File: src/design/rename_cfg.svh
// rename configuration macros

`ifndef RENAME_CFG_SVH
`define RENAME_CFG_SVH

//////////////////////////////////////////////////////////////////////
// sizes
//////////////////////////////////////////////////////////////////////

// architectural registers, power of two
`define RENAME_ARCH_REGS 32

// reorder buffer entries, power of two
`define RENAME_ROB_DEPTH 16

//////////////////////////////////////////////////////////////////////
// derived widths
//////////////////////////////////////////////////////////////////////

`define RENAME_REG_BITS $clog2(`RENAME_ARCH_REGS)
`define RENAME_ROB_BITS $clog2(`RENAME_ROB_DEPTH)

// value lives in the register file
// only the top bit of the tag is set
`define RENAME_ZERO_TAG {1'b1, {`RENAME_ROB_BITS{1'b0}}}

`endif

File: src/design/rename_pkg.sv
// rename shared types

`include "rename_cfg.svh"

package rename_pkg;

    //////////////////////////////////////////////////////////////////////
    // index and tag vectors
    //////////////////////////////////////////////////////////////////////

    // architectural register number
    typedef logic [`RENAME_REG_BITS-1:0] reg_idx_t;

    // slot inside the reorder buffer
    typedef logic [`RENAME_ROB_BITS-1:0] rob_idx_t;

    // rename tag
    // top bit clear -> rob slot in the low bits
    // top bit set -> register file sentinel
    typedef logic [`RENAME_ROB_BITS:0] rob_tag_t;

    //////////////////////////////////////////////////////////////////////
    // rob occupancy
    //////////////////////////////////////////////////////////////////////

    // head == tail is ambiguous, so the state tells empty from full
    typedef enum logic [1:0] {
        rob_empty,
        rob_partial,
        rob_full
    } rob_state_t;

endpackage

File: src/design/map_table.sv
// register rename map table

`timescale 1ns/1ps

`include "rename_cfg.svh"

module map_table (
    input  logic                 clock,
    input  logic                 reset,
    input  logic                 squash,
    // dispatch side
    input  logic                 dispatch_enable,
    input  rename_pkg::reg_idx_t dispatch_rd,
    input  rename_pkg::rob_tag_t alloc_tag,
    input  rename_pkg::reg_idx_t dispatch_rs1,
    input  rename_pkg::reg_idx_t dispatch_rs2,
    // retire side
    input  logic                 retire_valid,
    input  rename_pkg::reg_idx_t retire_rd,
    input  rename_pkg::rob_tag_t retire_tag,
    input  logic                 retire_has_dest,
    // completion broadcast
    input  logic                 cdb_valid,
    input  rename_pkg::rob_tag_t cdb_tag,
    // source lookups
    output rename_pkg::rob_tag_t rs1_tag,
    output logic                 rs1_ready,
    output rename_pkg::rob_tag_t rs2_tag,
    output logic                 rs2_ready
);

    //////////////////////////////////////////////////////////////////////
    // state
    //////////////////////////////////////////////////////////////////////

    // producer tag per register
    rename_pkg::rob_tag_t map_tag      [`RENAME_ARCH_REGS];
    rename_pkg::rob_tag_t map_tag_next [`RENAME_ARCH_REGS];

    // producer has completed, value sits in the rob
    logic [`RENAME_ARCH_REGS-1:0] map_ready;
    logic [`RENAME_ARCH_REGS-1:0] map_ready_next;

    // retire only clears a mapping nobody renamed since
    logic retire_clears;

    // broadcast counts this cycle
    logic cdb_live;

    // per source bypass hits
    logic rs1_retired;
    logic rs2_retired;
    logic rs1_woken;
    logic rs2_woken;

    assign retire_clears = retire_valid && retire_has_dest &&
                           (map_tag[retire_rd] == retire_tag);

    // squash drops the broadcast, sentinel never wakes anything
    assign cdb_live = cdb_valid && !squash && !cdb_tag[`RENAME_ROB_BITS];

    //////////////////////////////////////////////////////////////////////
    // next state
    //////////////////////////////////////////////////////////////////////

    always_comb begin
        map_tag_next   = map_tag;
        map_ready_next = map_ready;

        // retire clear first
        if (retire_clears) begin
            map_tag_next[retire_rd]   = `RENAME_ZERO_TAG;
            map_ready_next[retire_rd] = 1'b0;
        end

        // wakeup on the post-retire tags
        // a freshly cleared sentinel cannot match
        if (cdb_live) begin
            for (int i = 0; i < `RENAME_ARCH_REGS; i++) begin
                if (map_tag_next[i] == cdb_tag) begin
                    map_ready_next[i] = 1'b1;
                end
            end
        end

        // new mapping wins over both
        // r0 is hardwired, never renamed
        if (dispatch_enable && (dispatch_rd != '0)) begin
            map_tag_next[dispatch_rd]   = alloc_tag;
            map_ready_next[dispatch_rd] = 1'b0;
        end
    end

    always_ff @(posedge clock) begin
        if (reset || squash) begin
            // everything back to the register file
            for (int i = 0; i < `RENAME_ARCH_REGS; i++) begin
                map_tag[i] <= `RENAME_ZERO_TAG;
            end
            map_ready <= '0;
        end else begin
            map_tag   <= map_tag_next;
            map_ready <= map_ready_next;
        end
    end

    //////////////////////////////////////////////////////////////////////
    // source lookup
    //////////////////////////////////////////////////////////////////////

    // registered state only, so rd == rs still sees the old producer
    assign rs1_retired = retire_clears && (retire_rd == dispatch_rs1);
    assign rs2_retired = retire_clears && (retire_rd == dispatch_rs2);

    assign rs1_woken = cdb_live && (map_tag[dispatch_rs1] == cdb_tag);
    assign rs2_woken = cdb_live && (map_tag[dispatch_rs2] == cdb_tag);

    // retiring producer -> read from the register file
    assign rs1_tag = rs1_retired ? `RENAME_ZERO_TAG : map_tag[dispatch_rs1];
    assign rs2_tag = rs2_retired ? `RENAME_ZERO_TAG : map_tag[dispatch_rs2];

    assign rs1_ready = !rs1_retired && (map_ready[dispatch_rs1] || rs1_woken);
    assign rs2_ready = !rs2_retired && (map_ready[dispatch_rs2] || rs2_woken);

    //////////////////////////////////////////////////////////////////////
    // checks
    //////////////////////////////////////////////////////////////////////

    a_zero_reg_sentinel: assert property (
        @(posedge clock) disable iff (reset)
        map_tag[0] == `RENAME_ZERO_TAG
    ) else $error("map_table: r0 picked up a rob tag");

    // ready only means something for a rob producer
    for (genvar r = 0; r < `RENAME_ARCH_REGS; r++) begin : g_ready_check
        a_ready_not_sentinel: assert property (
            @(posedge clock) disable iff (reset)
            map_ready[r] |-> !map_tag[r][`RENAME_ROB_BITS]
        ) else $error("map_table: ready set on sentinel, reg %0d", r);
    end

endmodule

File: src/design/reorder_buffer.sv
// reorder buffer tag allocator

`timescale 1ns/1ps

`include "rename_cfg.svh"

module reorder_buffer (
    input  logic                 clock,
    input  logic                 reset,
    input  logic                 squash,
    // dispatch
    input  logic                 dispatch_valid,
    input  rename_pkg::reg_idx_t dispatch_rd,
    // completion broadcast
    input  logic                 cdb_valid,
    input  rename_pkg::rob_tag_t cdb_tag,
    // allocation
    output logic                 dispatch_enable,
    output logic                 dispatch_ready,
    output rename_pkg::rob_tag_t alloc_tag,
    // retire
    output logic                 retire_valid,
    output rename_pkg::rob_tag_t retire_tag,
    output rename_pkg::reg_idx_t retire_rd,
    output logic                 retire_has_dest
);

    //////////////////////////////////////////////////////////////////////
    // pointers and entries
    //////////////////////////////////////////////////////////////////////

    // oldest live entry
    rename_pkg::rob_idx_t   head;
    // next slot to hand out
    rename_pkg::rob_idx_t   tail;
    rename_pkg::rob_state_t state;

    rename_pkg::rob_idx_t   head_next;
    rename_pkg::rob_idx_t   tail_next;
    rename_pkg::rob_state_t state_next;

    // destination register per entry
    rename_pkg::reg_idx_t entry_rd [`RENAME_ROB_DEPTH];

    // completion seen on the cdb
    logic [`RENAME_ROB_DEPTH-1:0] entry_done;

    // slot named by the broadcast
    rename_pkg::rob_idx_t cdb_idx;

    assign cdb_idx = cdb_tag[`RENAME_ROB_BITS-1:0];

    //////////////////////////////////////////////////////////////////////
    // dispatch and retire handshake
    //////////////////////////////////////////////////////////////////////

    // full or squashing -> nothing gets in
    assign dispatch_ready  = (state != rename_pkg::rob_full) && !squash;
    assign dispatch_enable = dispatch_valid && dispatch_ready;

    // slot tags always have the top bit clear
    assign alloc_tag = {1'b0, tail};

    // head retires once its completion is registered
    assign retire_valid    = !squash && (state != rename_pkg::rob_empty) && entry_done[head];
    assign retire_tag      = {1'b0, head};
    assign retire_rd       = entry_rd[head];
    assign retire_has_dest = (entry_rd[head] != '0);

    //////////////////////////////////////////////////////////////////////
    // occupancy
    //////////////////////////////////////////////////////////////////////

    always_comb begin
        head_next  = retire_valid ? head + 1'b1 : head;
        tail_next  = dispatch_enable ? tail + 1'b1 : tail;
        state_next = state;

        // alloc and retire together keep the count
        if (dispatch_enable && !retire_valid) begin
            if (tail_next == head) begin
                state_next = rename_pkg::rob_full;
            end else begin
                state_next = rename_pkg::rob_partial;
            end
        end else if (retire_valid && !dispatch_enable) begin
            if (head_next == tail) begin
                state_next = rename_pkg::rob_empty;
            end else begin
                state_next = rename_pkg::rob_partial;
            end
        end
    end

    always_ff @(posedge clock) begin
        if (reset || squash) begin
            head       <= '0;
            tail       <= '0;
            state      <= rename_pkg::rob_empty;
            entry_done <= '0;
        end else begin
            head  <= head_next;
            tail  <= tail_next;
            state <= state_next;
            if (cdb_valid) begin
                entry_done[cdb_idx] <= 1'b1;
            end
            // new entry starts incomplete
            if (dispatch_enable) begin
                entry_done[tail] <= 1'b0;
            end
        end
    end

    always_ff @(posedge clock) begin
        if (dispatch_enable) begin
            entry_rd[tail] <= dispatch_rd;
        end
    end

    //////////////////////////////////////////////////////////////////////
    // checks
    //////////////////////////////////////////////////////////////////////

    // slot between head and tail, wrap aware
    function automatic logic entry_live(rename_pkg::rob_idx_t idx);
        logic after_head;
        logic before_tail;
        after_head  = (idx >= head);
        before_tail = (idx < tail);
        case (state)
            rename_pkg::rob_empty: return 1'b0;
            rename_pkg::rob_full:  return 1'b1;
            default: begin
                if (tail > head) begin
                    return after_head && before_tail;
                end
                return after_head || before_tail;
            end
        endcase
    endfunction

    // a new entry never lands on a slot still in flight
    a_no_alloc_when_full: assert property (
        @(posedge clock) disable iff (reset)
        dispatch_enable |-> !entry_live(tail)
    ) else $error("reorder_buffer: allocation while full");

    a_cdb_names_live: assert property (
        @(posedge clock) disable iff (reset)
        cdb_valid && !squash |-> !cdb_tag[`RENAME_ROB_BITS] && entry_live(cdb_idx)
    ) else $error("reorder_buffer: cdb tag %0h not in flight", cdb_tag);

    // pointers must agree with the state on every retire
    a_no_retire_empty: assert property (
        @(posedge clock) disable iff (reset)
        retire_valid |-> (head != tail) || (state == rename_pkg::rob_full)
    ) else $error("reorder_buffer: retire from an empty buffer");

endmodule

File: src/design/rename_top.sv
// register rename front end

`timescale 1ns/1ps

module rename_top (
    input  logic                 clock,
    input  logic                 reset,
    // dispatch
    input  logic                 dispatch_valid,
    input  rename_pkg::reg_idx_t dispatch_rd,
    input  rename_pkg::reg_idx_t dispatch_rs1,
    input  rename_pkg::reg_idx_t dispatch_rs2,
    output logic                 dispatch_ready,
    output rename_pkg::rob_tag_t dispatch_tag,
    // source lookups
    output rename_pkg::rob_tag_t rs1_tag,
    output logic                 rs1_ready,
    output rename_pkg::rob_tag_t rs2_tag,
    output logic                 rs2_ready,
    // completion and flush
    input  logic                 cdb_valid,
    input  rename_pkg::rob_tag_t cdb_tag,
    input  logic                 squash,
    // retire
    output logic                 retire_valid,
    output rename_pkg::rob_tag_t retire_tag,
    output rename_pkg::reg_idx_t retire_rd,
    output logic                 retire_has_dest
);

    // accepted dispatch, gated inside the rob
    logic                 dispatch_enable;
    // tag handed to the dispatching instruction
    rename_pkg::rob_tag_t alloc_tag;

    assign dispatch_tag = alloc_tag;

    //////////////////////////////////////////////////////////////////////
    // allocation and retire order
    //////////////////////////////////////////////////////////////////////

    reorder_buffer u_reorder_buffer (
        .clock           (clock),
        .reset           (reset),
        .squash          (squash),
        .dispatch_valid  (dispatch_valid),
        .dispatch_rd     (dispatch_rd),
        .cdb_valid       (cdb_valid),
        .cdb_tag         (cdb_tag),
        .dispatch_enable (dispatch_enable),
        .dispatch_ready  (dispatch_ready),
        .alloc_tag       (alloc_tag),
        .retire_valid    (retire_valid),
        .retire_tag      (retire_tag),
        .retire_rd       (retire_rd),
        .retire_has_dest (retire_has_dest)
    );

    //////////////////////////////////////////////////////////////////////
    // mapping and lookup
    //////////////////////////////////////////////////////////////////////

    map_table u_map_table (
        .clock           (clock),
        .reset           (reset),
        .squash          (squash),
        .dispatch_enable (dispatch_enable),
        .dispatch_rd     (dispatch_rd),
        .alloc_tag       (alloc_tag),
        .dispatch_rs1    (dispatch_rs1),
        .dispatch_rs2    (dispatch_rs2),
        .retire_valid    (retire_valid),
        .retire_rd       (retire_rd),
        .retire_tag      (retire_tag),
        .retire_has_dest (retire_has_dest),
        .cdb_valid       (cdb_valid),
        .cdb_tag         (cdb_tag),
        .rs1_tag         (rs1_tag),
        .rs1_ready       (rs1_ready),
        .rs2_tag         (rs2_tag),
        .rs2_ready       (rs2_ready)
    );

endmodule

File: config.mk
export PLATFORM = sky130hd
export DESIGN_NAME = rename_top
export DESIGN_NICKNAME = d
export VERILOG_FILES = /design/src/design/rename_pkg.sv /design/src/design/map_table.sv /design/src/design/reorder_buffer.sv /design/src/design/rename_top.sv
export VERILOG_INCLUDE_DIRS = /design/src /design/src/design
export SDC_FILE = /design/constraint.sdc
export NUM_CORES = 1
export LEC_CHECK = 0
export BUFFER_PORTS_ARGS = -buffer_cell sky130_fd_sc_hd__buf_2
export CAP_MARGIN = 15
export CORE_ASPECT_RATIO = 0.9
export CORE_MARGIN = 2
export CORE_UTILIZATION = 33
export DETAILED_ROUTE_END_ITERATION = 7
export MAX_ROUTING_LAYER = met4
export PLACE_DENSITY = 0.59
export SYNTH_ARGS = -nofsm -noshare
export SYNTH_HDL_FRONTEND = slang
export SYNTH_SLANG_ARGS = --single-unit
File: constraint.sdc
create_clock -name clock -period 5.5 [get_ports clock]
set_input_delay 1.1 -clock clock [delete_from_list [all_inputs] [get_ports clock]]
set_output_delay 1.1 -clock clock [all_outputs]
set_load 0.05 [all_outputs]
==> results.md, run 1 <==
* Status: finished with violations
* Failing checks: negative setup slack
* Post-synthesis mux area share at 20.14%
* DP HPWL at ~63000 um
* Area after DPL at around 0.021 mm^2
* # hold bufs at CTS at 0
* Final instance area at 0.02280 mm^2
* Bufs and invs on worst path at 3
* Worst-Margin Slew at 1.174 ns
* Rel. slew slack at 21.75%
* Crit-path max FO at 7
* Share of layout cells above drive strength 1 at 26.53%
* Reg-to-reg endpoint: u_map_table.map_ready[11]
* Critical path type: register to output port
* CP peak stage delay at around 0.55 ns
* DRT iter0 DRCs at 3008
* Register clock-pin slew on the reported worst setup and hold paths at 0.06 ns
* Fin nets at 2019
* Fin. max-slew vios at 0
* Worst min path class: register to register
* Critical Path Sink: rs2_tag[4]
* Antenna violations before repair at 2
* Chip width at 258.0 um
* Sw power at 1366 uW
* Crit path max-delay cell type: mux4_2
* WL final at approximately 90000 um
* Routability cong. at 1.067
* Worst setup SP type: register
* DIE HEIGHT at 232.6 um
* Synth cell types at 97
* Worst Setup SP: u_reorder_buffer.head[0]
* Register area at 0.006775 mm^2
* Combinational power share at 10.4%
* Mapped Avg Cell Area at 10.07 um^2
* Setup-failing EPs final at 11
* Final Core Density at about 40%
* Number of cell rows at 83
* Clock Latency Late Sink at 0.57 ns
* Top FF cell, synth: dfxtp_1
* Main combinational cell family by area after synthesis: multiplexers
* Die area at 0.06003 mm^2
* Mapped Area at 0.01917 mm^2
* First-pass GRT wire length at approximately 130000 um
* Flop pwr share at 42.4%
* Crit-path cells: mux4_2 > mux2i_4 > or2_4 > buf_6 > and3_4 > a211oi_4 > or4_1 > mux2_4 > o21ai_2 > and4b_2 > nand3b_4 > a2111oi_4 > buf_4 > nand2b_4 > buf_8
* Synth Area in Simple Gates at between 10% and 20%
* DRT antenna net count at 0
* Leakage power at between 0.007 and 0.008 uW
* RSZ-0062 raised after global routing: true
* Final worst slack at -0.09668 ns
* Total track usage at 29.60%
* Core area at between 0.05 and 0.06 mm^2
* Largest net degree at the start of global routing at 86
* Grt ovf at 0
* Internal at 3961 uW
* Root buffer cell: clkbuf_16
* Num CTS Buffers at 36
* Max VDD drop at 0.1698 mV
* Vias in the first global route at 17240
* # fillers at 5452
* Clk sink count at 298
* Complex-gate fraction of the synthesized area at 17.50%
* Sequential element share of the synthesized area at 35.30%
* Detailed Routing Iterations Pass 1 at 6
* GR Layer Usage met3 at 7.625%
* DP Worst Slack at -0.008261 ns
* Port buffer count at 52
* Reg2reg start: u_reorder_buffer.head[0]
* Total power at between 5000 and 6000 uW
* R2R depth at 26
* Critical path required time at about 4.4 ns
* Synth Register Bits at 298
* Switch share at 25.65%
* Crit. path cell count at 15
* Warnings, synthesis at 0
* Number of synthesized flops with an enable pin at 80
* Period minus WS final at 5.597 ns
* Layout area overhead at 18.94%
* Hold_sp: u_map_table.map_ready[13]
* CP delay by family, top: simple AND/OR/NAND/NOR gates
* Maxcap violations at 0
* Initial core utilization at around a third
* Crit path DAT at 4.50 ns
* Wire per inst at ~31 um
* Max Fclk at 178.7 MHz
* Flop2flop setup slack at about 0.17 ns
* Share of flip-flops with an asynchronous set or reset at 0%
* TritonCTS clock tree: built
* Longest Clk Path Bufs at 3
* H-tree levels at 2
* Worst hold slack at about 0.47 ns
* Final hold violations at 0
* Final worst-path cycle share at 101.8%
* Worst setup EP type: output port
* Multi-input logic area at ~0.012 mm^2
* Post-synthesis cell count at roughly 1900
* Synth Area in XOR/XNOR at under 10%
* GR Layer Usage met2 at 41.37%
* PD cells at 233.7 mW/mm^2
* Clock Skews at 0.03138 ns
* DRC at 0
* Global routing's busiest layer: met2
* Vias per cell at 6.608
* Vias at 18390
* Clock power share at between 40 and 50%
* Adder-Cell Fraction of Synth Area at 0.3916%
* Io pins at 55
* Routing usage on met1 at 39.30%
## worst reg2reg max path, cell delays in order, from the launching register on
cell	delay (ns)
dfxtp_4	0.44
mux4_2	0.55
mux2i_4	0.28
or2_4	0.23
buf_6	0.11
and3_4	0.20
a211oi_4	0.05
or4_1	0.52
mux2_4	0.30
o21ai_2	0.18
buf_4	0.13
buf_4	0.09
buf_4	0.09
buf_4	0.09
buf_4	0.10
buf_4	0.09
buf_4	0.09
buf_4	0.09
buf_4	0.09
buf_4	0.10
buf_4	0.09
nand2b_1	0.11
nor4_2	0.40
buf_12	0.27
a31oi_1	0.12
o2111a_1	0.26
a22o_1	0.22
## area by class of cell
cell class	count	share of cell area, %
well taps	765	4.198
clock inverters	15	0.9495
inverters	36	0.6696
multi-input cells	1396	51.61
clock buffers	48	4.418
diodes	5	0.05488
flip-flops and latches	298	29.72
repair buffers	220	8.386
## sequential cells by signal, summed over array words and instances, names as in the netlist
register	flops
u_reorder_buffer.entry_done	16
u_reorder_buffer.entry_rd	80
u_reorder_buffer.head	4
u_reorder_buffer.tail	4
u_map_table.map_tag	160
u_reorder_buffer.state	2
u_map_table.map_ready	32
## power by group through the flow
stage               registers (uW)  logic [uW]  clock network (uW)
floorplan                     2310         309                   0
global placement              2310         507                   0
detailed placement            2310         510                   0
CTS                           2260         531                2530
global route                  2260         573                2630
finish                        2260         554                2520
## cell usage in the layout, fill, tap and decap left out, types with 9 or more instances in the layout
cell type,count
buf_6,16
a22o_1,32
xnor2_1,76
or3_1,9
mux2_2,16
or2_2,9
buf_2,39
nor4_1,21
inv_1,31
o211ai_1,29
nor2b_1,14
edfxtp_1,80
a211oi_1,23
nand2_1,125
o22ai_1,20
a31oi_1,33
dfxtp_1,215
buf_12,18
nor3_1,49
and3_1,23
nand4_1,28
a21oi_1,109
buf_4,138
nand3_1,90
a22oi_1,36
clkbuf_16,37
o21ai_0,51
nor2_1,125
a32o_1,32
xor2_1,47
and2_1,11
mux2i_1,44
mux4_2,142
## worst min path at each step
| stage | endpoint | slack [ns] | cells after the start |
|---|---|---|---|
| after floorplan | u_map_table.map_ready[13] | 0.43 | 2 |
| after global placement | u_map_table.map_ready[13] | 0.45 | 2 |
| after detailed placement | u_map_table.map_ready[13] | 0.46 | 2 |
| after CTS | u_map_table.map_ready[13] | 0.47 | 2 |
| after global routing | u_map_table.map_ready[13] | 0.51 | 2 |
| final | u_map_table.map_ready[13] | 0.47 | 2 |
## routing by layer
layer  routed length, um  vias up  part of all wire, %
met4                5384        0                  6.2
li1                    -     7548                    -
met5                   0        -                    0
met3               11000      303                   13
met2               36290     1420                   42
met1               34740     9120                   40
## kinds of logic after synthesis
logic type | count (synthesis)
AO/OA/AOI/OAI | 469
adder cells (fa/ha/maj) | 6
other | 1
AND/OR/NAND/NOR | 586
buffers and inverters | 210
XOR/XNOR | 127
multiplexers | 206
flip-flops | 298
## synthesized netlist by cell type (6+ instances only)
cell       number  share of area [%]
buf_4          20               0.78
a32o_1         32                1.7
a2111oi_0       9               0.41
buf_6           7               0.41
and2_1         12               0.39
ha_1            6               0.39
or3_1           9               0.29
o21ai_0        53                1.4
mux2i_1        47                2.5
nand3_1        98                2.6
buf_2          26               0.68
nand2b_1        8               0.26
clkbuf_1       91                1.8
and4_1         11               0.50
mux2_2         17                1.0
xor2_1         47                2.1
a31oi_1        37                1.2
o211ai_1       29                1.1
edfxtp_1       80                 13
nor3_1         49                1.3
a21oi_1       109                2.8
dfxtp_1       218                 23
a22oi_1        37                1.4
nand4_1        28               0.91
a211oi_1       27                1.1
nor2_1        134                2.6
nor2b_1        14               0.46
or2_2          11               0.36
inv_1          31               0.61
o22ai_1        21               0.69
mux4_2        142                 17
and3_1         25               0.82
buf_1          28               0.55
o221ai_1        6               0.27
a22o_1         32                1.5
xnor2_1        77                3.5
a221oi_1        8               0.37
nand2_1       125                2.4
nor4_1         23               0.75
## per-stage QoR
stage               std cells  setup TNS, ns
CTS                      2771        -0.1114
finish                   2783        -0.7693
floorplan                1904              0
global route             2782         -1.850
detailed placement       2677      -0.008261
global placement         2676              0
## repair_timing
| item | 4_1_cts | 5_1_grt |
|---|---|---|
| buffers inserted | 31 | 6 |
| endpoints found under the hold margin | 0 | 0 |
| pin swaps | 20 | 5 |
| cloned | 1 | 0 |
| endpoints found under the setup margin | 12 | 16 |
| resized for setup | 93 | 35 |
(Power assumes the default switching activity.)
==> run 2: changes to the inputs <==
Clock period 5.5 ns to 5.2 ns, I/O delays scaled along.
==> run 2 against run 1 <==
The run still ends with negative setup slack left. First-iteration DRC count about the same. Via count increased by 1.3%. Highest routed layer unchanged. Sequential power increased by 6%. Critical endpoint is now rs2_ready. Sequential cell count unchanged. Critical path type unchanged. Worst hold slack got worse by 0.018 ns.
==> results.md, run 2 (synthesis gave the netlist of run 1 again) <==
* Max VDD drop at 0.1895 mV (+12%)
* Worst setup EP type: output port
* Chip width at 258.0 um (unchanged)
* Fin Setup TNS at -9.655 ns (-8.885 ns)
* Rel. slew slack at 8.450% (-13 points)
* Initial core utilization at 33.50% (unchanged)
* Leakage power at 0.008068 uW (+6.0%)
* Failing checks: negative setup slack
* Biggest regs: u_map_table.map_tag (160), u_reorder_buffer.entry_rd (80), u_map_table.map_ready (32)
* Setup-failing EPs final at 71 (+60)
* Port buffer count at 52 (unchanged)
* Final hold violations at 0 (unchanged)
* Crit-path cells: mux4_2 > mux2i_4 > buf_6 > or2_4 > buf_8 > and3_4 > a211oi_1 > or4_4 > mux2_4 > o21ai_4 > and4b_2 > nand3b_4 > a2111oi_4 > buf_4 > buf_6 > nor2_2 > buf_6
* Vias at 18640 (+1.3%)
* DRT iter0 DRCs at 3009 (+0.033%)
* DRT antenna net count at 0 (unchanged)
* Combinational power share at 11.2% (+0.8 points)
* Crit-path max FO at 7 (unchanged)
* DRC at 0 (unchanged)
* Bufs and invs on worst path at 5 (+2)
* Status: finished with violations
* DIE HEIGHT at 232.6 um (unchanged)
* First-pass GRT wire length at 130300 um (+3.9%)
* Critical path type: register to output port
* Clock power share at 46.9% (-0.3 points)
* Final worst-path cycle share at 107.3%
* Num CTS Buffers at 35 (-2.8%)
* Max Fclk at 179.3 MHz
* Longest Clk Path Bufs at 3 (unchanged)
* PD cells at 239.0 mW/mm^2 (+2.3%)
* Worst-Margin Slew at 1.373 ns (+0.1995 ns)
* Crit path DAT at 4.54 ns (+0.04 ns)
* CP peak stage delay at 0.56 ns (about the same)
* Most used cell, CP: buf_6
* Antenna violations before repair at 5 (+3)
* Inst Count DP at 2709 (+1.2%)
* Maxcap violations at 0 (unchanged)
* Clock Skews at 0.02354 ns (-0.007833 ns)
* Fin. max-slew vios at 0 (unchanged)
* Wire per inst at 32.33 um (+2.9%)
* Period minus WS final at 5.578 ns
* Grt ovf at 0 (unchanged)
* Crit path max-delay cell type: mux4_2
* H-tree levels at 2 (unchanged)
* Max reg flops at 160 (unchanged)
* Largest Register: u_map_table.map_tag
* CP delay by family, top: simple AND/OR/NAND/NOR gates
* Clock Latency Late Sink at 0.57 ns (about the same)
* Share of layout cells above drive strength 1 at 31.38% (+4.8 points)
* Layout area overhead at 24.92%
* DP Worst Slack at -0.4178 ns (-0.4095 ns)
* Most common cell after layout, fill and taps aside: dfxtp_1
* Most frequent cells in the layout: dfxtp_1 (214), buf_4 (181), mux4_2 (142)
* Detailed Routing Iterations Pass 1 at 6 (unchanged)
* Core area at 0.05722 mm^2 (unchanged)
* TritonCTS clock tree: built
* WL final at 92030 um (+5.3%)
* Worst setup SP type: register
* Vias in the first global route at 17640 (+2.3%)
* Sw power at 1493 uW (+9.2%)
* Vias per cell at 6.547 (-0.93%)
* Fin nets at 2083 (+3.2%)
* RSZ-0062 raised after global routing: true
* Critical path required time at 4.16 ns (-0.24 ns)
* Cell Count, Final, Fillers Out at 2847 (+2.3%)
* Clk sink count at 298 (unchanged)
* Die area at 0.06003 mm^2 (unchanged)
* Flop pwr share at 41.8% (-0.6 points)
* Largest net degree at the start of global routing at 57 (-34%)
* Number of cell rows at 83 (unchanged)
* Final worst slack at -0.3776 ns (-0.2809 ns)
* Worst min path class: register to register
* Root buffer cell: clkbuf_16
* DP HPWL at 65290 um (+2.9%)
* Routability cong. at 1.074 (+0.57%)
* Switch share at 26.08% (+0.44 points)
* Total track usage at 30.86% (+1.3 points)
* Register clock-pin slew on the reported worst setup and hold paths at 0.06 ns (about the same)
* Io pins at 55 (unchanged)
* Internal at 4230 uW (+6.8%)
[run 2: changes by cell type in the layout (fill, tap and decap cells not counted), moves of 8 or more]
cell	change
buf_4	+43
a31oi_4	+9
a31oi_1	-10
buf_6	+9
a22oi_1	-8
a211oi_2	+9
a22oi_2	+8
a211oi_1	-8
[run 2: layer usage]
layer | vias up | GRT usage [%] | part of all wire (%)
li1 | 7660 | - | -
met1 | 9299 | 40.54 | 40
met2 | 1427 | 44.30 | 42
met3 | 253 | 8.050 | 12
met4 | 0 | 14.34 | 5.3
met5 | - | - | 0
[run 2: path summary, 6_finish.rpt]
| path | slack (ns) | cells past startpoint | to | start |
|---|---|---|---|---|
| worst min-delay path | 0.46 | 2 | u_reorder_buffer.tail[1] | u_reorder_buffer.tail[1] |
| worst min register to register | 0.46 | 2 | u_reorder_buffer.tail[1] | u_reorder_buffer.tail[1] |
| worst max register to register | -0.25 | 29 | u_map_table.map_ready[11] | u_reorder_buffer.head[0] |
| worst max-delay path | -0.38 | 17 | rs2_ready | u_reorder_buffer.head[0] |
[run 2: worst min-delay path, stage by stage, from the launching register on]
cell and delay (ns):
dfxtp_1 0.31, nand2_1 0.05, a21oi_1 0.05
[run 2: final cells by class]
cell class              instances  area, um^2
repair buffers                285        2644
clock buffers                  45       964.7
flip-flops and latches        298        6774
diodes                          4       10.01
well taps                     765       957.2
inverters                      36       145.1
clock inverters                18       270.3
fillers                      5428       33280
multi-input cells            1396       12180
[run 2: per-stage QoR]
step	hold WS, ns	util [%]	cell area, um^2	power [uW]
after floorplan	0.4347	-	19210	2766
after global placement	0.4436	36.75	21030	2991
after detailed placement	0.4498	36.75	21030	2993
after CTS	0.4581	40.47	23160	5687
after global routing	0.4746	41.84	23940	5852
final	0.4568	41.85	23940	5722
[run 2: power by group through the flow]
stage / clock [uW] / sequential (uW) / combinational, uW
after floorplan: 0 / 2440 / 327
after global placement: 0 / 2440 / 549
after detailed placement: 0 / 2440 / 551
after CTS: 2700 / 2390 / 591
after global routing: 2800 / 2390 / 661
final: 2690 / 2390 / 644
[run 2: timing repair]
item,in CTS,in global routing
gates resized for setup,116,106
hold endpoints to repair,0,0
hold buffers,0,0
pin swaps,26,33
setup buffers,39,28
cloned,3,3
setup endpoints to repair,12,101
